### src/hw/fl_pkg.sv
// Shared definitions for the FrameLink channel multiplexer
// DATA_WIDTH is expected to be a multiple of 8
// Both width helpers return at least 1 so that ports never collapse
// to zero width, even for 8-bit data or a single channel

package fl_pkg;

  // ----------------------------------------------------------
  // Arbiter state
  // ----------------------------------------------------------
  typedef enum logic {
    ARB_IDLE  = 1'b0,  // No frame granted
    ARB_FRAME = 1'b1   // Frame in progress on granted channel
  } fl_arb_state_t;

  // ----------------------------------------------------------
  // Width helpers
  // ----------------------------------------------------------

  // Byte remainder field, log2 of bytes per word
  function automatic int fl_drem_width(input int data_width);
    int bytes;
    bytes = data_width / 8;
    if (bytes <= 2) return 1;
    return $clog2(bytes);
  endfunction

  // Channel index field
  function automatic int fl_chan_width(input int channels);
    if (channels <= 2) return 1;
    return $clog2(channels);
  endfunction

endpackage

### src/hw/fl_tx_demux.sv
// Registered FrameLink output stage onto the shared transmit bus
// Holds one word; only the held channel's src_rdy_n goes low and only
// that channel's dst_rdy_n is looked at. A new word loads on the same
// edge the held word leaves, so throughput is one word per cycle
`timescale 1ns/100ps

module fl_tx_demux import fl_pkg::*; #(
  parameter int DATA_WIDTH = 32,
  parameter int CHANNELS   = 4,
  localparam int DREM_W    = fl_drem_width(DATA_WIDTH),
  localparam int CHAN_W    = fl_chan_width(CHANNELS)
) (
  input  logic                  clk,
  input  logic                  rst_n,

  // From the FIFO
  input  logic [DATA_WIDTH-1:0] buf_data,
  input  logic [DREM_W-1:0]     buf_drem,
  input  logic                  buf_sof_n,
  input  logic                  buf_eof_n,
  input  logic                  buf_sop_n,
  input  logic                  buf_eop_n,
  input  logic [CHAN_W-1:0]     buf_channel,
  input  logic                  buf_src_rdy_n,
  output logic                  buf_dst_rdy_n,

  // Shared transmit bus
  output logic [DATA_WIDTH-1:0] tx_data,
  output logic [DREM_W-1:0]     tx_drem,
  output logic                  tx_sof_n,
  output logic                  tx_eof_n,
  output logic                  tx_sop_n,
  output logic                  tx_eop_n,
  output logic [CHAN_W-1:0]     tx_channel,
  output logic [CHANNELS-1:0]   tx_src_rdy_n,
  input  logic [CHANNELS-1:0]   tx_dst_rdy_n
);

  logic valid;
  logic leave;
  logic load;

  // Held word leaves when its own channel accepts it
  assign leave = valid && !tx_dst_rdy_n[tx_channel];

  // Register free, or freed on this edge
  assign buf_dst_rdy_n = valid && !leave;
  assign load          = !buf_src_rdy_n && !buf_dst_rdy_n;

  // One-cold source-ready decode
  always_comb begin
    tx_src_rdy_n = '1;
    if (valid) begin
      tx_src_rdy_n[tx_channel] = 1'b0;
    end
  end

  always_ff @(posedge clk or negedge rst_n) begin
    if (!rst_n) begin
      valid      <= 1'b0;
      tx_channel <= '0;
    end else if (load) begin
      valid      <= 1'b1;
      tx_channel <= buf_channel;
    end else if (leave) begin
      valid      <= 1'b0;
    end
  end

  // Payload
  always_ff @(posedge clk) begin
    if (load) begin
      tx_data  <= buf_data;
      tx_drem  <= buf_drem;
      tx_sof_n <= buf_sof_n;
      tx_eof_n <= buf_eof_n;
      tx_sop_n <= buf_sop_n;
      tx_eop_n <= buf_eop_n;
    end
  end

endmodule

### config.mk
export PLATFORM = sky130hd
export DESIGN_NAME = fl_tx_demux
export DESIGN_NICKNAME = d
export VERILOG_FILES = /design/src/hw/fl_pkg.sv /design/src/hw/fl_tx_demux.sv
export SDC_FILE = /design/constraint.sdc
export NUM_CORES = 1
export LEC_CHECK = 0
export BUFFER_PORTS_ARGS = -buffer_cell sky130_fd_sc_hd__buf_2
export CELL_PAD_IN_SITES_DETAIL_PLACEMENT = 1
export CELL_PAD_IN_SITES_GLOBAL_PLACEMENT = 2
export CORE_MARGIN = 4
export CORE_UTILIZATION = 28
export DETAILED_ROUTE_END_ITERATION = 10
export PLACE_DENSITY = 0.92
export SYNTH_ARGS = -nofsm -noshare
export SYNTH_HDL_FRONTEND = slang
export SYNTH_SLANG_ARGS = --single-unit
### constraint.sdc
create_clock -name clk -period 8.1 [get_ports clk]
set_input_delay 0.81 -clock clk [delete_from_list [all_inputs] [get_ports clk]]
set_output_delay 0.81 -clock clk [all_outputs]
set_load 0.005 [all_outputs]
==> results.toml <==
[status]
status = "complete, no violations"

[clocking]
clock-sinks = 41
clk_pin_slew_ns = 0.07
clock_latency_ns = 0.28
cts_hold_buf = 0
cts_buffer_depth = 2
tritoncts = "done"
postCtsSetupRepairBufs = 0
cts-resized-gates = 0
cts-buffers-inserted = 5
h-tree-depth = 2
cts-root-buf = "clkbuf_8"

[worst_setup_path]
critPathMaxStageDelay_ns = 0.34
r2r-end = "tx_data[24]$_DFFE_PP_"
critPathCaptureType = "primary output"
critPathArrivalTime_ns = 1.53
rrSetupSlack_ns = 5.94
cp_max_fo = 3
critPathLaunchType = "input port"
reg2reg_depth = 3
cp_common_cell = "buf_2"
r2r_start = "tx_channel[0]$_DFFE_PN0P_"
crit_slowest_cell = "mux2i_1"
required_ns = 7.29
critPathKind = "in -> out"
path_cells = "buf_2 -> mux2i_1 -> o2bb2ai_4 -> buf_2"

[synth]
synthSimpleGateAreaFrac_pct = 3.28
synth_xor_area_share_pct = 0
syn-num-nets = 109
synth_compound_area_share_pct = 5.01
synthDistinctLibCells = 16
synth.cell_area_um2 = 1370
ys_warn_count = 0
synthMuxAreaShare_pct = 2.64
synth_area_per_cell_um2 = 22.2
synthCells = 62
ys_ff_latch = 41
synth_top_family_by_area = "compound AO/OA/AOI/OAI gates"
synth_fa_ha_area_share_pct = 0
seq_area_frac_synth_pct = 88.5

[detailed_routing]
drcViolationCount = 0
wl_met3_um = 345
vias_per_cell = 4.11
ant_nets = 0
totalWireLength_um = 3410
wl_met1_um = 1350
top_layer = "met4"
wl_per_cell_um = 15.0
num_vias = 934
dr.pass1.iters = 4
drtIter0Drc = 34
wl_met2_um = 1690

[placed_design]
port_buffers = 91
dp_hpwl_um = 2770
place.gp.congestion = 0.708
dp_slack_ns = 5.53

[timing]
setup_violations = 0
fin_skew_ns = 0.00274
tightest_slew_ns = 0.980
max_freq_mhz = 427
rsz0062_at_grt = "no"
relSlewSlack_pct = 34.5
fin_crit_ns = 2.34
fin_setup_tns_ns = 0
finalHoldViolations = 0
post-route-period-util_pct = 28.9
drv_slew = 0
setup_slack_ns = 5.76

[die]
rows = 25
dieWidth_um = 78.0
die_y_um = 78.0
core_area_um2 = 4720
start_util_pct = 29.1
die_area_um2 = 6090
pin_count = 92

[layout]
drive_above_1_share_pct = 64.4
postLayoutCoreUtil_pct = 42.9
diodes = 0
area_delta_synth_final_pct = 47.4
nNetsFinal = 207

[pwr]
vdd_drop_max_v = 0.000106
power_density_nw_per_um2 = 265
leakagePower_nw = 0.867

[global_routing]
grt-ovfl-total = 0
track_usage_pct = 11.0
grt_pass1_vias = 999
grt_pass1_wl_um = 4930
grt_max_degree = 39
antenna_found_initial = 0

[job]
drv_cap = 0

[min_path]
min_path_type = "in -> async"
## cell usage after synthesis
| cell type | n | area (um^2) |
|---|---|---|
| a21oi_1 | 1 | 5.00 |
| and2_1 | 1 | 6.26 |
| dfrtp_1 | 3 | 75.1 |
| edfxtp_1 | 38 | 1140 |
| inv_1 | 2 | 7.51 |
| mux2_2 | 1 | 11.3 |
| mux2_4 | 1 | 15.0 |
| mux2i_1 | 1 | 10.0 |
| nand2_1 | 6 | 22.5 |
| nand2b_1 | 1 | 6.26 |
| nor2_1 | 1 | 3.75 |
| nor2b_1 | 1 | 6.26 |
| o211ai_1 | 2 | 15.0 |
| o21ai_0 | 1 | 5.00 |
| o2bb2ai_4 | 1 | 27.5 |
| o32ai_2 | 1 | 16.3 |
## routing by layer
layer / global-route usage (%) / vias up
met5: 0 / -
met4: 4.20 / 0
met3: 4.24 / 5
met2: 19.5 / 69
met1: 11.7 / 430
li1: - / 430
## worst max-delay path by stage
stage / cells past startpoint / slack [ns] / endpoint / start
6_report: 4 / 5.76 / buf_dst_rdy_n / tx_dst_rdy_n[1]
5_1_grt: 4 / 5.71 / tx_data[24]$_DFFE_PP_ / tx_dst_rdy_n[1]
4_1_cts: 4 / 5.76 / buf_dst_rdy_n / tx_dst_rdy_n[1]
3_5_place_dp: 4 / 5.53 / tx_data[10]$_DFFE_PP_ / tx_dst_rdy_n[1]
3_3_place_gp: 4 / 5.61 / tx_data[1]$_DFFE_PP_ / tx_dst_rdy_n[1]
2_1_floorplan: 3 / 4.82 / tx_data[0]$_DFFE_PP_ / tx_dst_rdy_n[2]
## state kept, by name, summed over array words and instances, names as in the netlist
register    cells
tx_data        32
tx_channel      2
tx_drem         2
tx_eof_n        1
tx_eop_n        1
tx_sof_n        1
tx_sop_n        1
valid           1
## worst max-delay path: cells and delay by family
kind	cells	cell delay, ns
AO/OA/AOI/OAI	1	0.12
buffers and inverters	2	0.26
multiplexers	1	0.34
## placed cells by master, fill, tap and decap left out, types with 2 or more instances in the layout
master and instances:
buf_2 91, clkbuf_8 5, dfrtp_1 3, edfxtp_1 38
inv_1 2, nand2_1 6, o211ai_1 2
## final cells by class
| cell class | instances | area [um^2] |
|---|---|---|
| clock buffer | 5 | 68.8 |
| clock inverter | 2 | 35.0 |
| fill | 496 | 2700 |
| inverter | 2 | 7.51 |
| multi-input combinational | 19 | 158 |
| sequential | 41 | 1220 |
| tap | 67 | 83.8 |
| timing repair buffer | 91 | 455 |
## where the power goes
| group | total [mW] | switching [mW] | internal [mW] | leakage [nW] |
|---|---|---|---|---|
| Sequential | 0.285 | 0.0128 | 0.272 | 0.397 |
| Combinational | 0.0990 | 0.0536 | 0.0454 | 0.416 |
| Clock | 0.153 | 0.0634 | 0.0895 | 0.0540 |
## through the flow
stage	area, um^2	hold slack, ns	instances	power (mW)
3_3_place_gp	1920	0.610	220	0.386
4_1_cts	2020	0.304	227	0.546
6_report	2020	0.314	227	0.536
3_5_place_dp	1920	0.612	220	0.392
5_1_grt	2020	0.309	227	0.566
2_1_floorplan	1370	0.514	62	0.333
## logic make-up (layout without fill, tap and decap cells)
group | count (synthesis) | in the layout
AO/OA/AOI/OAI | 6 | 6
buffers and inverters | 2 | 100
flip-flops | 41 | 41
multiplexers | 3 | 3
AND/OR/NAND/NOR | 10 | 10
Note: power is estimated with default switching activity, not from simulation.
