===== src/hw/fl_pkg.sv =====
// Shared definitions for the FrameLink channel multiplexer
// DATA_WIDTH is expected to be a multiple of 8
// Both width helpers return at least 1 so that ports never collapse
// to zero width, even for 8-bit data or a single channel

package fl_pkg;

  // ----------------------------------------------------------
  // Arbiter state
  // ----------------------------------------------------------
  typedef enum logic {
    ARB_IDLE  = 1'b0,  // No frame granted
    ARB_FRAME = 1'b1   // Frame in progress on granted channel
  } fl_arb_state_t;

  // ----------------------------------------------------------
  // Width helpers
  // ----------------------------------------------------------

  // Byte remainder field, log2 of bytes per word
  function automatic int fl_drem_width(input int data_width);
    int bytes;
    bytes = data_width / 8;
    if (bytes <= 2) return 1;
    return $clog2(bytes);
  endfunction

  // Channel index field
  function automatic int fl_chan_width(input int channels);
    if (channels <= 2) return 1;
    return $clog2(channels);
  endfunction

endpackage


===== src/hw/fl_fifo.sv =====
// Synchronous FIFO for channel-tagged FrameLink words
// FIFO_DEPTH must be a power of two and at least 2
// Read side is fall-through: the head word is visible on buf_* one
// edge after it is written. Full is the only write back-pressure
`timescale 1ns/100ps

module fl_fifo import fl_pkg::*; #(
  parameter int DATA_WIDTH = 32,
  parameter int CHANNELS   = 4,
  parameter int FIFO_DEPTH = 8,
  localparam int DREM_W    = fl_drem_width(DATA_WIDTH),
  localparam int CHAN_W    = fl_chan_width(CHANNELS)
) (
  input  logic                  clk,
  input  logic                  rst_n,

  // Write side
  input  logic [DATA_WIDTH-1:0] arb_data,
  input  logic [DREM_W-1:0]     arb_drem,
  input  logic                  arb_sof_n,
  input  logic                  arb_eof_n,
  input  logic                  arb_sop_n,
  input  logic                  arb_eop_n,
  input  logic [CHAN_W-1:0]     arb_channel,
  input  logic                  arb_src_rdy_n,
  output logic                  arb_dst_rdy_n,

  // Read side
  output logic [DATA_WIDTH-1:0] buf_data,
  output logic [DREM_W-1:0]     buf_drem,
  output logic                  buf_sof_n,
  output logic                  buf_eof_n,
  output logic                  buf_sop_n,
  output logic                  buf_eop_n,
  output logic [CHAN_W-1:0]     buf_channel,
  output logic                  buf_src_rdy_n,
  input  logic                  buf_dst_rdy_n
);

  localparam int ADDR_W = $clog2(FIFO_DEPTH);
  localparam int WORD_W = CHAN_W + 4 + DREM_W + DATA_WIDTH;

  logic [WORD_W-1:0] mem [FIFO_DEPTH];
  logic [WORD_W-1:0] wr_word;
  logic [ADDR_W-1:0] wr_ptr;
  logic [ADDR_W-1:0] rd_ptr;
  logic [ADDR_W:0]   count;
  logic              wr_en;
  logic              rd_en;

  // Word, markers and tag stored side by side
  assign wr_word = {arb_channel, arb_sof_n, arb_eof_n, arb_sop_n, arb_eop_n,
                    arb_drem, arb_data};

  assign {buf_channel, buf_sof_n, buf_eof_n, buf_sop_n, buf_eop_n,
          buf_drem, buf_data} = mem[rd_ptr];

  // ----------------------------------------------------------
  // Handshake
  // ----------------------------------------------------------
  assign arb_dst_rdy_n = (count == (ADDR_W + 1)'(FIFO_DEPTH));
  assign buf_src_rdy_n = (count == '0);

  assign wr_en = !arb_src_rdy_n && !arb_dst_rdy_n;
  assign rd_en = !buf_src_rdy_n && !buf_dst_rdy_n;

  // ----------------------------------------------------------
  // Storage and pointers
  // ----------------------------------------------------------
  always_ff @(posedge clk) begin
    if (wr_en) begin
      mem[wr_ptr] <= wr_word;
    end
  end

  always_ff @(posedge clk or negedge rst_n) begin
    if (!rst_n) begin
      wr_ptr <= '0;
      rd_ptr <= '0;
      count  <= '0;
    end else begin
      if (wr_en) wr_ptr <= wr_ptr + 1'b1;
      if (rd_en) rd_ptr <= rd_ptr + 1'b1;
      // Simultaneous read and write leaves occupancy unchanged
      case ({wr_en, rd_en})
        2'b10:   count <= count + 1'b1;
        2'b01:   count <= count - 1'b1;
        default: count <= count;
      endcase
    end
  end

endmodule


===== config.mk =====
export PLATFORM = sky130hd
export DESIGN_NAME = fl_fifo
export DESIGN_NICKNAME = d
export VERILOG_FILES = /design/src/hw/fl_pkg.sv /design/src/hw/fl_fifo.sv
export SDC_FILE = /design/constraint.sdc
export NUM_CORES = 1
export LEC_CHECK = 0
export BUFFER_PORTS_ARGS = -buffer_cell sky130_fd_sc_hd__buf_2
export CORE_ASPECT_RATIO = 1.25
export CORE_MARGIN = 2
export CORE_UTILIZATION = 45
export DETAILED_ROUTE_END_ITERATION = 12
export MAX_ROUTING_LAYER = met4
export PLACE_DENSITY = 0.71
export SYNTH_ARGS = -nofsm -noshare
export SYNTH_HDL_FRONTEND = slang
export SYNTH_SLANG_ARGS = --single-unit

===== constraint.sdc =====
create_clock -name clk -period 6.5 [get_ports clk]
set_clock_uncertainty 0.2 [all_clocks]
set_input_delay 0.65 -clock clk [delete_from_list [all_inputs] [get_ports clk]]
set_output_delay 0.65 -clock clk [all_outputs]
set_load 0.05 [all_outputs]

==> out/qor_table.md, run 1 <==
| Result | Reported |
|---|---|
| Crit path cell chain | buf_4 > mux4_1 > mux2_2 > buf_2 |
| Critical Path Start Type | flop |
| Ports placed on the boundary | 86 |
| FF-to-FF Start | count[0]$_DFFE_PN0P_ |
| Portion of total power attributed to combinational logic | 35.0% |
| Post-synth top area share | 74.10% |
| MaxCap Viol Count | 0 |
| Final core utilization | 51.79% |
| Power per standard cell area | 469.3 nW/um^2 |
| Minimum period implied by the final worst setup slack | 4.153 ns |
| Timing startpoint of the critical path | rd_ptr[0]$_DFFE_PN0P_ |
| Largest net degree at the start of global routing | 83 |
| Total vias in the final route | 5685 |
| CP bufs+invs | 2 |
| Detailed-router iteration count before antenna repair | 4 |
| CTS tree | done |
| Number of warnings reported in the yosys synthesis log | 0 |
| Result of the run | complete, no violations |
| Most used flip-flop cell after synthesis | edfxtp_1 |
| Sink Count | 330 |
| Cell leakage power | 5.024 nW |
| Data arrival time of the critical path | 3.30 ns |
| Min-delay worst type | primary input to flop |
| Slowest cell delay on critical path | 0.86 ns |
| RSZ-0062 raised after global routing | false |
| Wire length per cell after detailed routing | 23.56 um |
| Synthesized instance count | 530 |
| Final setup vio count | 0 |
| Biggest area contributors in the synthesized netlist | edfxtp_1 74%, mux4_1 16%, mux2_2 3.6% |
| Proportion of total power due to net switching | 35.64% |
| Global-route wire length before repair | 36070 um |
| Core Area | 28400 um^2 |
| Overall die height | 193.8 um |
| Final count of pins violating max slew | 0 |
| Die Width | 155.8 um |
| Layout-stage area growth over the synthesis result | 13.44% |
| Type of the setup path with the least slack | flop to output pin |
| FMAX | 240.8 MHz |
| Max Buffers Root-to-Sink | 3 |
| Netlist cell types | 34 |
| Cell with the most instances after synthesis | edfxtp_1 |
| Deepest level of the CTS H-tree | 1 |
| Least-Margin Pin Slew | 1.086 ns |
| Synthesis-stage register bit count | 330 |
| Starting utilization of the core area | 45.65% |
| Number of enable flip-flop cells after synthesis | 320 |
| Critical-path top delay cell | dfrtp_4 |
| Worst slew margin relative to its limit | 27.61% |
| Power spent charging and discharging nets | 0.002461 W |
| Commonest cells in the synthesized netlist | 320 x edfxtp_1, 79 x mux4_1, 42 x mux2_2 |
| Global routing usage summed across all routing layers | 16.42% |
| Crit path max-delay family | multiplexers |
| Die area | 30200 um^2 |
| Number of buffers created by CTS | 30 |
| Number of antenna violations at the first check in global routing | 3 |
| Skew-Pair Late Insertion Delay | 0.53 ns |
| Share of total power in sequential cells | 42.4% |
| Mean post-synth cell area | 24.47 um^2 |
| # rows | 69 |
| Final hold violations | 0 |
| Number of global-route vias before repair | 6103 |
| Endpoint class of the critical path | output pin |
| Setup TNS Final | 0 ns |
| Clock Pin Slew Worst Setup and Hold Paths | 0.06 ns |
| Internal power of the cells | 0.004443 W |
| Net count after synthesis | 580 |
| Gp weighted congestion | 0.6758 |
| Worst-path maximum fanout | 44 |
| Count of buffers from port buffering | 85 |
| Post-DP HPWL | 12650 um |
| Period utilization | 63.89% |
| Post-CTS setup buffers | 0 |
| Antenna Violating Nets Remaining | 0 |
| Hold Crit Start | arb_data[29] |
| Vias per std cell | 5.595 |
| Root buffer cell | clkbuf_16 |
| Sequential share of the synthesized area | 76.03% |
| Worst EP required | 5.65 ns |
| DR DRC count | 0 |
| Clk pwr share | 22.6% |
| Async set-or-reset flop fraction in the synthesized netlist | 3.030% |
| Max rail drop VDD | 0.3138 mV |
| Starting DRT DRC Count | 322 |
| Yosys top cell by area | edfxtp_1 |
| Post-synthesis instance area | 12970 um^2 |
| Net total in the final layout | 684 |
| Remaining global-route overflow | 0 |
| Fraction of final layout cells with drive strength greater than 1 | 28.88% |
| Detailed-route wire length | 23930 um |
==> worst register-to-register path, delay by kind of cell (launching register included) <==
family	cells	cell delay, ns
simple gates	3	1.43
fa+ha+maj	2	0.73
flops	1	0.45
compound gates	2	0.24
==> power by group through the flow <==
stage	registers (W)	clock network (W)	logic [W]
after floorplan	0.00279	0	0.00204
after global placement	0.00294	0	0.00242
after detailed placement	0.00297	0	0.00245
after CTS	0.00293	0.00160	0.00246
after global routing	0.00296	0.00168	0.00255
final	0.00292	0.00156	0.00242
==> cell families (layout without fill, tap and decap cells) <==
kind of cell / after synthesis / count (layout) / share of synthesized area (%)
simple gates: 27 / 27 / 1.168
mux: 124 / 124 / 20.02
fa+ha+maj: 6 / 6 / 0.6368
buf+inv: 31 / 159 / 1.438
compound gates: 7 / 7 / 0.3667
flops: 330 / 330 / 76.03
xor+xnor: 5 / 5 / 0.3377
other cells: 0 / 3 / 0
==> registers in the layout, summed over array words and instances, names as in the netlist <==
register,flops
count,4
rd_ptr,3
wr_ptr,3
mem,320
==> cell usage in the layout (no fill, tap or decap), types with 3 or more instances in the layout <==
| cell | Yosys | routed |
|---|---|---|
| nor3b_1 | 4 | 4 |
| nor2_4 | 0 | 6 |
| buf_4 | 0 | 10 |
| inv_1 | 6 | 6 |
| clkinv_1 | 0 | 11 |
| edfxtp_1 | 320 | 320 |
| clkbuf_16 | 0 | 31 |
| buf_2 | 1 | 85 |
| clkbuf_1 | 6 | 8 |
| diode_2 | 0 | 3 |
| ha_1 | 5 | 5 |
| xor2_1 | 4 | 4 |
| mux4_1 | 79 | 79 |
| dfrtp_1 | 10 | 7 |
| nand3_1 | 3 | 3 |
| clkinv_2 | 0 | 6 |
| mux2_2 | 42 | 42 |
| nand2_1 | 3 | 3 |
==> routing by layer <==
| layer | wire [um] | up-vias | track usage, % |
|---|---|---|---|
| met5 | 0 | - | - |
| met4 | 484 | 0 | 5.029 |
| met3 | 889 | 34 | 2.615 |
| met2 | 12680 | 119 | 28.55 |
| met1 | 9883 | 2997 | 19.78 |
| li1 | - | 2535 | - |
==> worst paths after layout <==
kind                                         end  slack (ns)  depth (start not counted)
setup / recovery                    buf_data[11]        2.35                          4
setup reg to reg            count[3]$_DFFE_PN0P_        3.34                          7
hold reg to reg             count[2]$_DFFE_PN0P_        0.39                          2
min in group asynchronous   count[3]$_DFFE_PN0P_        0.31                          2
hold / removal              mem[6][29]$_DFFE_PP_        0.17                          1
max in group asynchronous  rd_ptr[0]$_DFFE_PN0P_        5.56                          2
==> timing repair <==
item | CTS | global route
gates resized for setup | 0 | 0
hold buffers | 1 | 0
setup endpoints to repair | 0 | 0
hold endpoints to repair | 10 | 0
==> stage by stage <==
step | area (um^2) | cells | worst slack [ns] | power, W | hold WS (ns)
floorplan | 12970 | 530 | 1.942 | 0.004827 | 0.1544
global placement | 13820 | 956 | 2.927 | 0.005361 | 0.3221
detailed placement | 13820 | 956 | 2.860 | 0.005425 | 0.3270
CTS | 14700 | 1013 | 2.277 | 0.006994 | 0.1441
global route | 14710 | 1016 | 2.194 | 0.007188 | 0.1711
finish | 14710 | 1016 | 2.347 | 0.006903 | 0.1708
==> layout make-up <==
| type | instances | area (um^2) |
|---|---|---|
| Clock inverter | 17 | 71.32 |
| Tap cell | 355 | 444.2 |
| Fill cell | 2170 | 13690 |
| Clock buffer | 39 | 805.8 |
| Sequential cell | 330 | 9868 |
| Timing Repair Buffer | 96 | 510.5 |
| Antenna cell | 3 | 7.507 |
| Multi-Input combinational cell | 169 | 2977 |
| Inverter | 7 | 26.28 |
(Power assumes the default switching activity.)
==> run 2: changes to the inputs <==
PLACE_DENSITY = 0.74   (was 0.71)
clock period = 3.8 ns   (was 6.5 ns; I/O delays follow)
==> run 2 against run 1 <==
Net effect:
- sequential power increased by 69%
- via count increased by 4.0%
- first-iteration DRC count increased by 24%
- critical endpoint is now buf_eop_n
- highest routed layer unchanged
==> out/qor_table.md, run 2 (same netlist as run 1, synthesis figures left out) <==
| Result | Reported |
|---|---|
| Min-delay worst type | primary input to asynchronous set/reset pin |
| Starting DRT DRC Count | 400 |
| Minimum period implied by the final worst setup slack | 3.362 ns |
| Uppermost routed layer | met4 |
| Number of global-route vias before repair | 6333 |
| Layout-stage area growth over the synthesis result | 18.69% |
| FMAX | 297.4 MHz |
| Overall die height | 193.8 um |
| Final setup vio count | 0 |
| Period utilization | 88.48% |
| Critical Path Start Type | flop |
| Cells after DPL | 965 |
| Power spent charging and discharging nets | 0.004279 W |
| Result of the run | complete, no violations |
| Final cell count without fillers | 1063 |
| Biggest registers after layout | mem: 320 flops, count: 4 flops |
| CTS tree | done |
| Setup slack of the worst register-to-register path | 0.55 ns |
| Final hold violations | 0 |
| Portion of total power attributed to combinational logic | 35.3% |
| Global-route wire length before repair | 36740 um |
| Gp weighted congestion | 0.7049 |
| Clock Pin Slew Worst Setup and Hold Paths | 0.06 ns |
| Area taken by flip-flops and latches | 9868 um^2 |
| DR DRC count | 0 |
| Most frequent standard cell in the layout excluding fill and tap cells | edfxtp_1 |
| Number of buffers created by CTS | 29 |
| Multi-input logic area | 2995 um^2 |
| Routed wire length on met2 | 12460 um |
| Worst EP required | 3.22 ns |
| Worst slew margin relative to its limit | 26.97% |
| MaxCap Viol Count | 0 |
| # rows | 69 |
| Post-DP HPWL | 13940 um |
| Data arrival time of the critical path | 2.78 ns |
| Deepest level of the CTS H-tree | 1 |
| Least-Margin Pin Slew | 1.092 ns |
| Setup TNS Final | 0 ns |
| Max Buffers Root-to-Sink | 3 |
| Clk pwr share | 24.3% |
| Antenna Violating Nets Remaining | 0 |
| Total of cells resized after clock tree synthesis | 0 |
| # fillers | 2071 |
| Number of antenna violations at the first check in global routing | 1 |
| Vias per std cell | 5.564 |
| Final count of pins violating max slew | 0 |
| Commonest non-fill, non-tap cells in the layout | 320 x edfxtp_1, 85 x buf_2, 79 x mux4_1, 43 x dlygate4sd3_1, 42 x mux2_2 |
| Max rail drop VDD | 0.3902 mV |
| Endpoint class of the critical path | output pin |
| Cell leakage power | 5.314 nW |
| Ports placed on the boundary | 86 |
| Wire length per cell after detailed routing | 22.40 um |
| Core Area | 28400 um^2 |
| Type of the setup path with the least slack | flop to output pin |
| Register containing the most flip-flops in the final layout | mem |
| Number of flip-flops in the largest register | 320 |
| Sink Count | 330 |
| Die Width | 155.8 um |
| Remaining global-route overflow | 0 |
| Detailed-route wire length | 23810 um |
| Total vias in the final route | 5915 |
| Fraction of final layout cells with drive strength greater than 1 | 29.14% |
| Largest net degree at the start of global routing | 67 |
| Global routing usage summed across all routing layers | 16.49% |
| Power per standard cell area | 795.1 nW/um^2 |
| Starting utilization of the core area | 45.65% |
| Proportion of total power due to net switching | 34.97% |
| Skew-Pair Late Insertion Delay | 0.54 ns |
| Count of buffers from port buffering | 85 |
| Wire length the detailed router placed on met1 | 9701 um |
| Detailed-router iteration count before antenna repair | 4 |
| Die area | 30200 um^2 |
| Internal power of the cells | 0.007958 W |
| RSZ-0062 raised after global routing | false |
| Worst-path maximum fanout | 66 |
| Net total in the final layout | 734 |
| Overall power after layout | 0.01224 W |
| Routed length on met3 | 1133 um |
| Root buffer cell | clkbuf_16 |
| Share of total power in sequential cells | 40.4% |
-- run 2: cell types whose count changed in the layout (fill, tap and decap cells not counted), moves of 3 or more --
cell,delta
dlygate4sd3_1,+42
buf_12,+6
bufinv_16,+5
clkinv_1,-5
buf_4,+3
clkbuf_1,-3
-- run 2: final timing paths --
path,startpoint,endpoint,cells after the start
min in group clk,count[2]$_DFFE_PN0P_,count[2]$_DFFE_PN0P_,2
max in group asynchronous,rst_n,rd_ptr[1]$_DFFE_PN0P_,2
min reg2reg,count[2]$_DFFE_PN0P_,count[2]$_DFFE_PN0P_,2
max,rd_ptr[0]$_DFFE_PN0P_,buf_eop_n,4
min,rst_n,rd_ptr[0]$_DFFE_PN0P_,2
max reg2reg,count[0]$_DFFE_PN0P_,count[3]$_DFFE_PN0P_,9
-- run 2: timing repair --
item / 4_1_cts / 5_1_grt
hold buffers: 43 / 0
setup buffers: 0 / 0
endpoints found under the setup margin: 0 / 0
hold endpoints to repair: 333 / 0
-- run 2: per-stage QoR --
stage | setup WS, ns | hold slack, ns | instance area [um^2] | utilization [%]
after floorplan | 0.2417 | -0.1156 | 12980 | -
after global placement | 0.8257 | 0.04636 | 13980 | 49.21
after detailed placement | 0.5533 | 0.05576 | 13980 | 49.21
after CTS | 0.4019 | 0.01103 | 15390 | 54.18
after global routing | 0.3333 | 0.04807 | 15390 | 54.19
final | 0.4376 | 0.02964 | 15390 | 54.19
-- run 2: cell type report --
| type | count | area share, % |
|---|---|---|
| clock inverter | 20 | 1.536 |
| tap | 355 | 2.886 |
| antenna | 1 | 0.01626 |
| multi-input combinational | 169 | 19.46 |
| sequential | 330 | 64.12 |
| clock buffer | 34 | 4.837 |
| inverter | 7 | 0.1707 |
| timing repair buffer | 147 | 6.975 |
-- run 2: metal layers --
layer | global-route usage [%] | vias to the layer above
li1 | - | 2639
met1 | 20.96 | 3079
met2 | 28.01 | 154
met3 | 2.190 | 43
met4 | 4.689 | 0
met5 | - | -
-- run 2: power by group through the flow --
stage          sequential [W]  clock [W]  combinational, W
3_5_place_dp          0.00503          0           0.00434
4_1_cts               0.00495    0.00304           0.00439
6_report              0.00494    0.00298           0.00432
3_3_place_gp          0.00497          0           0.00428
5_1_grt               0.00500    0.00318           0.00455
2_1_floorplan         0.00477          0           0.00349
-- run 2: worst max-delay path, stage by stage, from the launching register on --
cell	delay (ns)
dfrtp_4	0.62
buf_12	0.43
mux4_1	0.64
mux2_2	0.29
buf_2	0.21
==> run 3: changes to the inputs <==
PLACE_DENSITY = 0.63   (was 0.74)
==> run 3 against run 2 <==
Net effect:
- core utilization rose by 0.066 points
- die area did not move
- non-clock buffer count did not move
- via count rose by 0.49%
- register-to-register slack improved by 0.06 ns
- combinational power rose by 2%
- critical path depth did not move
- fmax fell by 0.24%
- worst hold slack got worse by 0.00094 ns
- critical endpoint is now buf_data[20]
- largest cell class unchanged
- largest power group unchanged
==> out/qor_table.md, run 3 (same netlist as run 1, synthesis figures left out) <==
| Result | Reported |
|---|---|
| Most frequent standard cell in the layout excluding fill and tap cells | edfxtp_1 |
| Min-delay worst type | primary input to asynchronous set/reset pin |
| Post-DP HPWL | 13930 um |
| Antenna Violating Nets Remaining | 0 |
| CTS tree | done |
| Final cell count without fillers | 1064 |
| Clock Pin Slew Worst Setup and Hold Paths | 0.07 ns |
| Total vias in the final route | 5944 |
| Worst EP required | 3.22 ns |
| Final count of pins violating max slew | 0 |
| Global-route wire length before repair | 37530 um |
| Global routing usage summed across all routing layers | 17.07% |
| Critical-path top delay cell | dfrtp_4 |
| Sink Count | 330 |
| Layout-stage area growth over the synthesis result | 18.83% |
| # rows | 69 |
| Ports placed on the boundary | 86 |
| FMAX | 296.7 MHz |
| Worst-path maximum fanout | 29 |
| Cells after DPL | 965 |
| Deepest level of the CTS H-tree | 1 |
| Final hold violations | 0 |
| Period utilization | 88.70% |
| Result of the run | complete, no violations |
| Setup TNS Final | 0 ns |
| Core Area | 28400 um^2 |
| Least-Margin Pin Slew | 0.7208 ns |
| Number of flip-flops in the largest register | 320 |
| Root buffer cell | clkbuf_16 |
| End point of the critical path | buf_data[20] |
| Final setup vio count | 0 |
| Critical Path Start Type | flop |
| Overall die height | 193.8 um |
| Net total in the final layout | 736 |
| Endpoint class of the critical path | output pin |
| Fraction of final layout cells with drive strength greater than 1 | 29.10% |
| Crit path max-delay family | multiplexers |
| Setup WS pre-CTS | 0.6186 ns |
| RSZ-0062 raised after global routing | false |
| Number of global-route vias before repair | 6261 |
| Max Buffers Root-to-Sink | 3 |
| Power per standard cell area | 802.6 nW/um^2 |
| Max rail drop VDD | 0.4134 mV |
| Number of buffers created by CTS | 31 |
| Starting utilization of the core area | 45.65% |
| Minimum period implied by the final worst setup slack | 3.371 ns |
| Worst slew margin relative to its limit | 51.95% |
| Detailed-router iteration count before antenna repair | 4 |
| Setup slack of the worst register-to-register path | 0.61 ns |
| Crit path cell chain | buf_4 > mux4_1 > mux2_2 > buf_2 |
| Vias per std cell | 5.586 |
| Overall power after layout | 0.01237 W |
| FF-to-FF Start | count[0]$_DFFE_PN0P_ |
| Die Width | 155.8 um |
| Largest net degree at the start of global routing | 61 |
| Cell leakage power | 5.332 nW |
| Die area | 30200 um^2 |
| Type of the setup path with the least slack | flop to output pin |
| Count of buffers from port buffering | 85 |
| Destination of the worst register-to-register timing path | count[3]$_DFFE_PN0P_ |
| DR DRC count | 0 |
| Biggest registers after layout | mem: 320 flops, count: 4 flops |
| CP bufs+invs | 2 |
| Remaining global-route overflow | 0 |
| Levels on crit path | 4 |
| Slowest cell delay on critical path | 0.77 ns |
| Depth of the worst register-to-register path | 9 |
| Data arrival time of the critical path | 2.79 ns |
| Number of antenna violations at the first check in global routing | 1 |
| Detailed-route wire length | 24840 um |
| MaxCap Viol Count | 0 |
| Gp weighted congestion | 0.7449 |
| Total of cells resized after clock tree synthesis | 0 |
| Skew-Pair Late Insertion Delay | 0.55 ns |
| Timing startpoint of the critical path | rd_ptr[0]$_DFFE_PN0P_ |
| Register containing the most flip-flops in the final layout | mem |
| Starting DRT DRC Count | 328 |
| Worst setup margin | 0.4294 ns |
| Commonest non-fill, non-tap cells in the layout | 320 x edfxtp_1, 85 x buf_2, 79 x mux4_1, 43 x dlygate4sd3_1, 42 x mux2_2 |
| Wire length per cell after detailed routing | 23.35 um |
==> run 3: worst min-delay path by stage <==
stage               cells past startpoint                    end  slack [ns]
floorplan                               0   count[0]$_DFFE_PN0P_       -0.12
global placement                        1  wr_ptr[1]$_DFFE_PN0P_        0.05
detailed placement                      1   count[2]$_DFFE_PN0P_        0.07
CTS                                     2   count[2]$_DFFE_PN0P_        0.02
global route                            2  wr_ptr[1]$_DFFE_PN0P_        0.03
finish                                  2   count[2]$_DFFE_PN0P_        0.03
==> run 3: report_power, final <==
| group | switching [W] | total [W] | leakage (nW) | internal, W |
|---|---|---|---|---|
| Sequential | 0.000308 | 0.00489 | 3.02 | 0.00458 |
| Clock | 0.00124 | 0.00306 | 0.494 | 0.00182 |
| Combinational | 0.00277 | 0.00442 | 1.82 | 0.00164 |
| Total | 0.00433 | 0.0124 | 5.33 | 0.00804 |
==> run 3: area by class of cell <==
cell class	instances	area [um^2]
Fill cell	2127	12990
Sequential cell	330	9868
Inverter	7	26.28
Tap cell	355	444.2
Clock inverter	20	221.5
Antenna cell	1	2.502
Clock buffer	35	790.8
Multi-Input combinational cell	169	2995
Timing Repair Buffer	147	1061
==> run 3: repair_timing <==
action | 4_1_cts | 5_1_grt
buffers inserted | 0 | 0
hold buffers | 43 | 0
hold endpoints to repair | 334 | 0
==> run 3: through the flow <==
stage	hold WS, ns	area, um^2	util [%]
after floorplan	-0.1156	12980	-
after global placement	0.04706	13960	49.17
after detailed placement	0.06592	13960	49.17
after CTS	0.01602	15410	54.24
after global routing	0.02946	15410	54.25
final	0.02871	15410	54.25
==> run 3: layer usage <==
| metal | wire [um] | global-route usage [%] | vias to the layer above |
|---|---|---|---|
| met1 | 10210 | 20.64 | 3152 |
| met3 | 768 | 2.101 | 37 |
| met5 | 0 | - | - |
| met2 | 13420 | 30.45 | 120 |
| met4 | 436 | 4.349 | 0 |
| li1 | - | - | 2635 |
==> run 3: worst register-to-register path: stages, from the launching register on <==
cell,delay [ns]
dfrtp_1,0.46
or4b_4,0.56
inv_2,0.09
nor2_1,0.06
inv_1,0.06
ha_1,0.31
ha_1,0.35
or4b_2,0.68
o311ai_0,0.15
o211ai_1,0.14
